## config.mk

```make
export PLATFORM = sky130hd
export DESIGN_NAME = blur_config
export DESIGN_NICKNAME = d
export VERILOG_FILES = /design/src/verilog/blur_pkg.sv /design/src/verilog/blur_config.sv
export SDC_FILE = /design/constraint.sdc
export NUM_CORES = 1
export LEC_CHECK = 0
export BUFFER_PORTS_ARGS = -buffer_cell sky130_fd_sc_hd__buf_2
export CAP_MARGIN = 5
export CORE_AREA = 2 2 39 41
export CTS_CLUSTER_SIZE = 40
export DETAILED_ROUTE_END_ITERATION = 10
export DIE_AREA = 0 0 41 43
export GPL_ROUTABILITY_DRIVEN = 0
export GPL_TIMING_DRIVEN = 0
export HOLD_SLACK_MARGIN = 0.03
export MAX_ROUTING_LAYER = met4
export RECOVER_POWER = 100
export SYNTH_ARGS = -nofsm -noshare
export SYNTH_HDL_FRONTEND = slang
export SYNTH_SLANG_ARGS = --single-unit
```

## constraint.sdc

```tcl
create_clock -name clk -period 0.96 [get_ports clk]
set_clock_uncertainty 0.15 [all_clocks]
set_input_delay 0.048 -clock clk [delete_from_list [all_inputs] [get_ports clk]]
set_output_delay 0.048 -clock clk [all_outputs]
set_load 0.005 [all_outputs]
```

## src/verilog/blur_pkg.sv

```systemverilog
`default_nettype none

package blur_pkg;

    // One RGB444 pixel, red in the top nibble, then green, then blue
    typedef logic [11:0] pixel_t;

    // One colour component of a pixel
    typedef logic [3:0] channel_t;

    // Weighted channel sum before normalisation, up to 15 * 64
    typedef logic [9:0] wsum_t;

    // Filter mode
    typedef enum logic [1:0] {
        BLUR_NONE = 2'd0,
        BLUR_3X3  = 2'd1,
        BLUR_5X5  = 2'd2
    } blur_mode_t;

    // One stream beat with its side-band flags
    typedef struct packed {
        logic   valid;
        logic   sop;
        logic   eop;
        pixel_t data;
    } video_beat_t;

endpackage

`default_nettype wire

```

## src/verilog/blur_config.sv

```systemverilog
`timescale 1ns/1ns
`default_nettype none

module blur_config (
    input  logic                 clk,
    input  logic                 reset,
    input  logic                 cfg_write,
    input  blur_pkg::blur_mode_t cfg_mode,
    input  logic                 frame_start,
    output blur_pkg::blur_mode_t active_mode
);
    import blur_pkg::*;

    // Last mode written, waiting for the next frame
    blur_mode_t pending_q;

    // Pending register, loaded by the write strobe
    always_ff @(posedge clk) begin
        if (reset) begin
            pending_q <= BLUR_NONE;
        end else if (cfg_write) begin
            pending_q <= cfg_mode;
        end
    end

    // The active mode changes only at a frame boundary,
    // so a write in mid-frame is seen by the next frame only
    always_ff @(posedge clk) begin
        if (reset) begin
            active_mode <= BLUR_NONE;
        end else if (frame_start) begin
            active_mode <= pending_q;
        end
    end

endmodule

`default_nettype wire

```

# Word level (Yosys, flattened, before mapping)

Index checks and enable logic that the tools add are counted.

Register bits after elaboration: 4
Bits of input ports: 6
Output and inout bits: 2
Word-level logic and storage cells: 2

# Depth between registers and ports, before layout

Gate-level depths: netlist of the first run.

Word-level depth: 0
Mapped depth: 2
Depth with buffers taken out: 2

# Worst setup path after synthesis of the first run

No wires, ideal clock.

Kind: register -> register
From: register, netlist name active_mode[0]
To: register active_mode[0]
Setup time: 0.114 ns
Arrival: 0.450 ns
Required time: 0.696 ns
Setup slack: 0.246 ns
Stages on the path, launching flop included: 3
Path buffers: 0
Period minus slack after synthesis: 0.714 ns
Cells stage by stage: dfxtp_1 > mux2i_1 > nor2_1

RTL lines:

| item                   | RTL line          | RTL |
|---|---|---|
| end signal: assignment | blur_config.sv:32 | `active_mode <= pending_q;` |
| end: declaration       | blur_config.sv:10 | `output blur_pkg::blur_mode_t active_mode` |

==> results of run 1 <==
[worst max-delay path by stage]
stage              startpoint        endpoint  slack (ns)  cells after the start
4_1_cts             cfg_write    pending_q[1]        0.02                      4
2_1_floorplan  active_mode[0]  active_mode[0]        0.25                      2
3_5_place_dp     pending_q[1]  active_mode[1]        0.21                      2
5_1_grt           cfg_mode[1]    pending_q[1]        0.04                      4
3_3_place_gp     pending_q[0]  active_mode[0]        0.23                      2
6_report          cfg_mode[1]    pending_q[1]        0.06                      4
[worst max-delay path: stages]
cell	delay, ns
dlygate4sd3_1	0.53
buf_2	0.12
mux2i_1	0.12
nor2_1	0.05
[state kept, by name, indices dropped and copies added (netlist names)]
signal / flops
active_mode: 2
pending_q: 2
[synthesized netlist by cell type]
cell type,instances
mux2i_1,4
dfxtp_1,4
nor2_1,4
[per-stage QoR]
step | hold WS [ns] | instance area, µm² | instances
finish | -0.0471 | 249 | 41
global route | -0.0244 | 249 | 41
CTS | -0.0519 | 253 | 42
detailed placement | 0.125 | 190 | 35
global placement | 0.111 | 190 | 35
floorplan | -0.0296 | 135 | 12
[logic make-up (layout without fill, tap and decap cells)]
group         after synthesis  count (layout)  share of synthesized area [%]
buf+inv                     0              13                              0
flops                       4               4                           59.3
simple gates                4               4                           11.1
mux                         4               4                           29.6
[power by group through the flow]
stage | logic (µW) | clock network [µW] | registers (µW)
floorplan | 12.2 | 0 | 181
global placement | 29.6 | 0 | 181
detailed placement | 30.8 | 0 | 181
CTS | 43.1 | 218 | 179
global route | 46.4 | 222 | 179
finish | 40.9 | 203 | 179
[per-layer routing]
metal / share of wire, % / global-route usage (%)
met1: 32 / 1.28
met2: 56 / 6.56
met3: 12 / 1.57
met4: 0 / 12.0
met5: 0 / -
[timing repair]
action,4_1_cts,5_1_grt
gates resized for setup,0,2
buffers inserted,0,0
endpoints found under the setup margin,0,2
hold endpoints to repair,4,2
[layout make-up]
type / count / area [µm²]
clock buffers: 3 / 22.5
fillers: 159 / 1130
multi-input cells: 8 / 55.1
flip-flops and latches: 4 / 80.1
well taps: 16 / 20.0
repair buffers: 10 / 71.3
==> impl_metrics.json, run 1 <==
{
  "synth.cell_area_um2": 135,
  "pwr-share-comb_pct": 9.7,
  "dr.pass1.iters": 1,
  "cts.htree.levels": 1,
  "reg2reg_from": "pending_q[1]",
  "ys_seq_area_share_pct": 59.3,
  "worstPathRequired_ns": 0.93,
  "seqPwrFrac_pct": 42.3,
  "setup.reg_to_reg.worst_slack_ns": 0.20,
  "grt_antenna_before_repair": 0,
  "routed_wirelength_um": 293,
  "timing.critical_path.to_type": "register",
  "final_setup_vio_count": 0,
  "die-area_um2": 1760,
  "initial_utilization_pct": 9.76,
  "fin_ws_ns": 0.0597,
  "run_status": "complete, but fails checks",
  "net_switching_share_of_the_total_power_pct": 19.2,
  "final_layout_size_suffix_gt1_share_pct": 24.0,
  "hp-start": "frame_start",
  "min_path_type": "input pin to register",
  "final_net_count": 33,
  "ctsRootBufferMaster": "clkbuf_4",
  "leakagePower_uw": 0.000126,
  "yosys.cell_types.count": 3,
  "regToRegEndpoint": "active_mode[1]",
  "global_route.overflow_total": 0,
  "setup_tns_ns": 0,
  "synth_cells": 12,
  "power.ir.vdd_worst_mv": 0.206,
  "power_report.internal_total_uw": 342,
  "timing.reg2reg.worst_path_depth": 2,
  "hpwl_um": 203,
  "route.detailed.wl_per_inst_um": 7.15,
  "hold_violations": 2,
  "worst_skew_pair.late_latency_ns": 0.23,
  "via_count_of_the_first_global_routing_pass": 135,
  "cts_sinks": 4,
  "hold_buffers": 4,
  "clkPwrFrac_pct": 48.1,
  "critPathLaunchType": "input pin",
  "pin_count": 8,
  "drv_cap": 0,
  "antenna_cells": 0,
  "switchingPower_uw": 81.2,
  "fin_util_pct": 18.0,
  "synth.avg_cell_area_um2": 11.3,
  "drv_slew": 0,
  "drt_first_iter_violations": 0,
  "path_class": "input pin to register",
  "synth_top_cell_by_area": "dfxtp_1",
  "slew_headroom_pct": 88.9,
  "row_count": 14,
  "final_min_period_over_clock_period_pct": 93.8,
  "grt_pass1_wl_um": 400,
  "hold_ws_ns": -0.0471,
  "synth_top_area_share_pct": 59.3,
  "arrival_time_worst_endpoint_ns": 0.87,
  "top_post_synthesis_cells_by_area": "dfxtp_1 (59%), mux2i_1 (30%), nor2_1 (11%)",
  "max_freq_mhz": 1110,
  "period_minus_slack_ns": 0.900,
  "layout_overhead_on_the_synthesized_area_pct": 84.3,
  "cts_buffers": 3,
  "total_power_uw": 423,
  "ant_nets": 0,
  "clk_pin_slew_worst_paths_ns": 0.04,
  "grt_max_degree": 5,
  "worstMarginPinSlew_ns": 0.167,
  "cellPowerDensity_nw_per_um2": 1700,
  "commonest_cells_after_routing_fill_and_taps_aside": "mux2i_1 (4), nor2_1 (4), dfxtp_1 (4)",
  "dieWidth_um": 41,
  "synth.yosys.warnings": 0,
  "route.detailed.drc": 0,
  "critical_path.max_fanout": 1,
  "max-clock-path-buffers": 2,
  "yosys_register_bits": 4,
  "dr_total_vias": 126,
  "violated_checks": "hold timing",
  "worstHoldEndpoint": "active_mode[0]",
  "net_count_after_synthesis": 18,
  "cts_tree": "yes",
  "unrepaired_setup_endpoints_after_global_routing": "no",
  "grt_usage_pct": 4.73,
  "die_height_um": 43,
  "area_of_the_core_region_um2": 1380,
  "via_per_inst": 3.07,
  "dpl_worst_slack_ns": 0.211,
  "min_delay_path_depth": 3,
  "port_buffers": 7
}
Power figures use the tool's default switching activity.
==> run 2, diff against run 1 <==
--- a/config.mk
+++ b/config.mk
@@ -5,6 +5,7 @@
 export SDC_FILE = /design/constraint.sdc
 export NUM_CORES = 1
 export LEC_CHECK = 0
+export ABC_AREA = 1
 export BUFFER_PORTS_ARGS = -buffer_cell sky130_fd_sc_hd__buf_2
 export CAP_MARGIN = 5
 export CORE_AREA = 2 2 39 41
@@ -15,6 +16,7 @@
 export GPL_TIMING_DRIVEN = 0
 export HOLD_SLACK_MARGIN = 0.03
 export MAX_ROUTING_LAYER = met4
+export PLACE_DENSITY_LB_ADDON = 0.08
 export RECOVER_POWER = 100
 export SYNTH_ARGS = -nofsm -noshare
 export SYNTH_HDL_FRONTEND = slang
==> impl_metrics.json, run 2 <==
{
  "run_status": "complete, no violations",
  "arrival_time_worst_endpoint_ns": 0.90,
  "final_min_period_over_clock_period_pct": 95.8,
  "final_net_count": 48,
  "critical_path_buffer_and_inverter_count": 2,
  "via_per_inst": 3.11,
  "route.detailed.wl_per_inst_um": 6.34,
  "net_switching_share_of_the_total_power_pct": 22.8,
  "via_count_of_the_first_global_routing_pass": 137,
  "worst_skew_pair.late_latency_ns": 0.24,
  "min_path_type": "register to register",
  "route.detailed.drc": 0,
  "net_count_after_synthesis": 31,
  "port_buffers": 7,
  "pin_count": 8,
  "grt_usage_pct": 5.55,
  "cpMaxStageDelayCell": "dlygate4sd3_1",
  "dieWidth_um": 41,
  "routed_wirelength_um": 355,
  "ant_nets": 0,
  "antenna_cells": 0,
  "slew_headroom_pct": 92.2,
  "die-area_um2": 1760,
  "power_report.internal_total_uw": 353,
  "ys_top_cells_by_count": "nand2_1 (8), nor2_1 (6), inv_1 (5)",
  "synth.avg_cell_area_um2": 6.56,
  "switchingPower_uw": 105,
  "yosys.cell_count.top_type": "nand2_1",
  "final_setup_vio_count": 0,
  "layout_overhead_on_the_synthesized_area_pct": 77.1,
  "unrepaired_setup_endpoints_after_global_routing": "no",
  "yosys.cell_types.count": 5,
  "commonest_cells_after_routing_fill_and_taps_aside": "nand2_1 (8), nor2_1 (6), dlygate4sd3_1 (5)",
  "critPathLaunchType": "input pin",
  "max_freq_mhz": 1090,
  "row_count": 14,
  "drv_slew": 0,
  "synth_top_cell_by_area": "dfxtp_1",
  "pwr-share-comb_pct": 13.5,
  "synth.yosys.warnings": 0,
  "worstMarginPinSlew_ns": 0.117,
  "place_area_um2": 219,
  "top_post_synthesis_cells_by_area": "dfxtp_1 (49%), nand2_1 (18%), nor2_1 (14%)",
  "path_class": "input pin to register",
  "fin_util_pct": 21.0,
  "cts_buffers": 3,
  "synth_edf_count": 0,
  "worstPathRequired_ns": 0.94,
  "timing.critical_path.slowest_cell_delay_ns": 0.53,
  "grt_pass1_wl_um": 503,
  "synthSimpleGateAreaFrac_pct": 39.7,
  "fin_ws_ns": 0.0403,
  "yosys_register_bits": 4,
  "biggestRegsByFlops": "active_mode x2, pending_q x2",
  "final_layout_size_suffix_gt1_share_pct": 30.0,
  "cts.htree.levels": 1,
  "seqPwrFrac_pct": 40.0,
  "initial_utilization_pct": 11.8,
  "die_height_um": 43,
  "cp_top_family": "buffers and inverters",
  "clkPwrFrac_pct": 46.5,
  "setup_tns_ns": 0,
  "dpl_worst_slack_ns": 0.223,
  "clk_pin_slew_worst_paths_ns": 0.04,
  "synth_top_area_share_pct": 48.9,
  "timing.critical_path.to_type": "register",
  "cts_tree": "yes",
  "dr_total_vias": 174,
  "ctsRootBufferMaster": "clkbuf_4",
  "global_route.overflow_total": 0,
  "ys_seq_area_share_pct": 48.9,
  "synthAdderAreaFrac_pct": 0,
  "synth.cell_area_um2": 164,
  "layout_commonest_cell": "nand2_1",
  "grt_antenna_before_repair": 0,
  "filler_cell_count": 162,
  "period_minus_slack_ns": 0.920,
  "cp_cell_sequence": "dlygate4sd3_1 -> clkbuf_2 -> nor2_1 -> nor2_2",
  "drv_cap": 0,
  "drt_first_iter_violations": 0,
  "area_of_the_core_region_um2": 1380,
  "synth_top_family_by_area": "simple AND/OR/NAND/NOR gates",
  "hold_violations": 0,
  "max-clock-path-buffers": 2,
  "critical_path.max_fanout": 4,
  "grt_max_degree": 5,
  "cellPowerDensity_nw_per_um2": 1580,
  "power.ir.vdd_worst_mv": 0.363,
  "dr.pass1.iters": 1,
  "cts_sinks": 4,
  "parity_gate_share_of_the_synthesized_area_counting_xor_and_xnor_cells_pct": 0,
  "leakagePower_uw": 0.000153,
  "synth-async-reset-ratio_pct": 0,
  "synth-compound-area-share_pct": 0,
  "area_of_all_placed_cells_without_fillers_um2": 290,
  "synth_cells": 25,
  "dominantRegCellSynth": "dfxtp_1",
  "muxShareOfSynthArea_pct": 0
}
==> run 2: final cells by class <==
class | instances | area, µm² | share of cell area (%)
Multi-Input combinational cell | 16 | 65.1 | 22.4
Timing Repair Buffer | 12 | 83.8 | 28.9
Clock buffer | 3 | 22.5 | 7.76
Inverter | 5 | 18.8 | 6.47
Sequential cell | 4 | 80.1 | 27.6
Tap cell | 16 | 20.0 | 6.90
==> run 2: timing repair <==
item                       4_1_cts  5_1_grt
setup endpoints to repair        0        3
hold endpoints to repair         4        0
hold buffers                     5        0
buffers inserted                 0        0
resized for setup                0        1
==> run 2: cell families (layout without fill, tap and decap cells) <==
group,after synthesis,after routing
AND/OR/NAND/NOR,16,16
buffers and inverters,5,20
flip-flops,4,4
==> run 2: per-stage QoR <==
step | hold WS (ns) | total power (µW) | instances
global route | 0.354 | 487 | 56
floorplan | 0.0274 | 212 | 25
finish | 0.328 | 458 | 56
CTS | 0.334 | 477 | 56
global placement | 0.171 | 233 | 48
detailed placement | 0.178 | 234 | 48
==> run 2: power by group through the flow <==
stage                     clock [µW]  sequential [µW]  combinational (µW)
after floorplan                    0              186                25.5
after global placement             0              186                46.9
after detailed placement           0              186                47.5
after CTS                        230              183                62.9
after global routing             231              184                71.8
final                            213              183                61.7
==> run 2: path summary, 6_finish.rpt <==
kind | from | cells past startpoint | slack [ns] | end
setup / recovery | frame_start | 4 | 0.04 | active_mode[1]
hold / removal | pending_q[0] | 2 | 0.33 | pending_q[0]
setup reg to reg | pending_q[1] | 4 | 0.22 | active_mode[1]
hold reg to reg | pending_q[0] | 2 | 0.33 | pending_q[0]
==> run 2: worst reg2reg max path, cell delays in order, from the launching register on <==
cell and delay [ns]:
dfxtp_1 0.30, inv_1 0.05, nand2_1 0.04, nand2_1 0.06, nor2_2 0.03
==> run 2: routing by layer <==
| layer | GRT usage, % | wire [µm] |
|---|---|---|
| met5 | - | 0 |
| met4 | 10.0 | 0 |
| met3 | 3.14 | 46 |
| met2 | 5.63 | 154 |
| met1 | 4.81 | 155 |
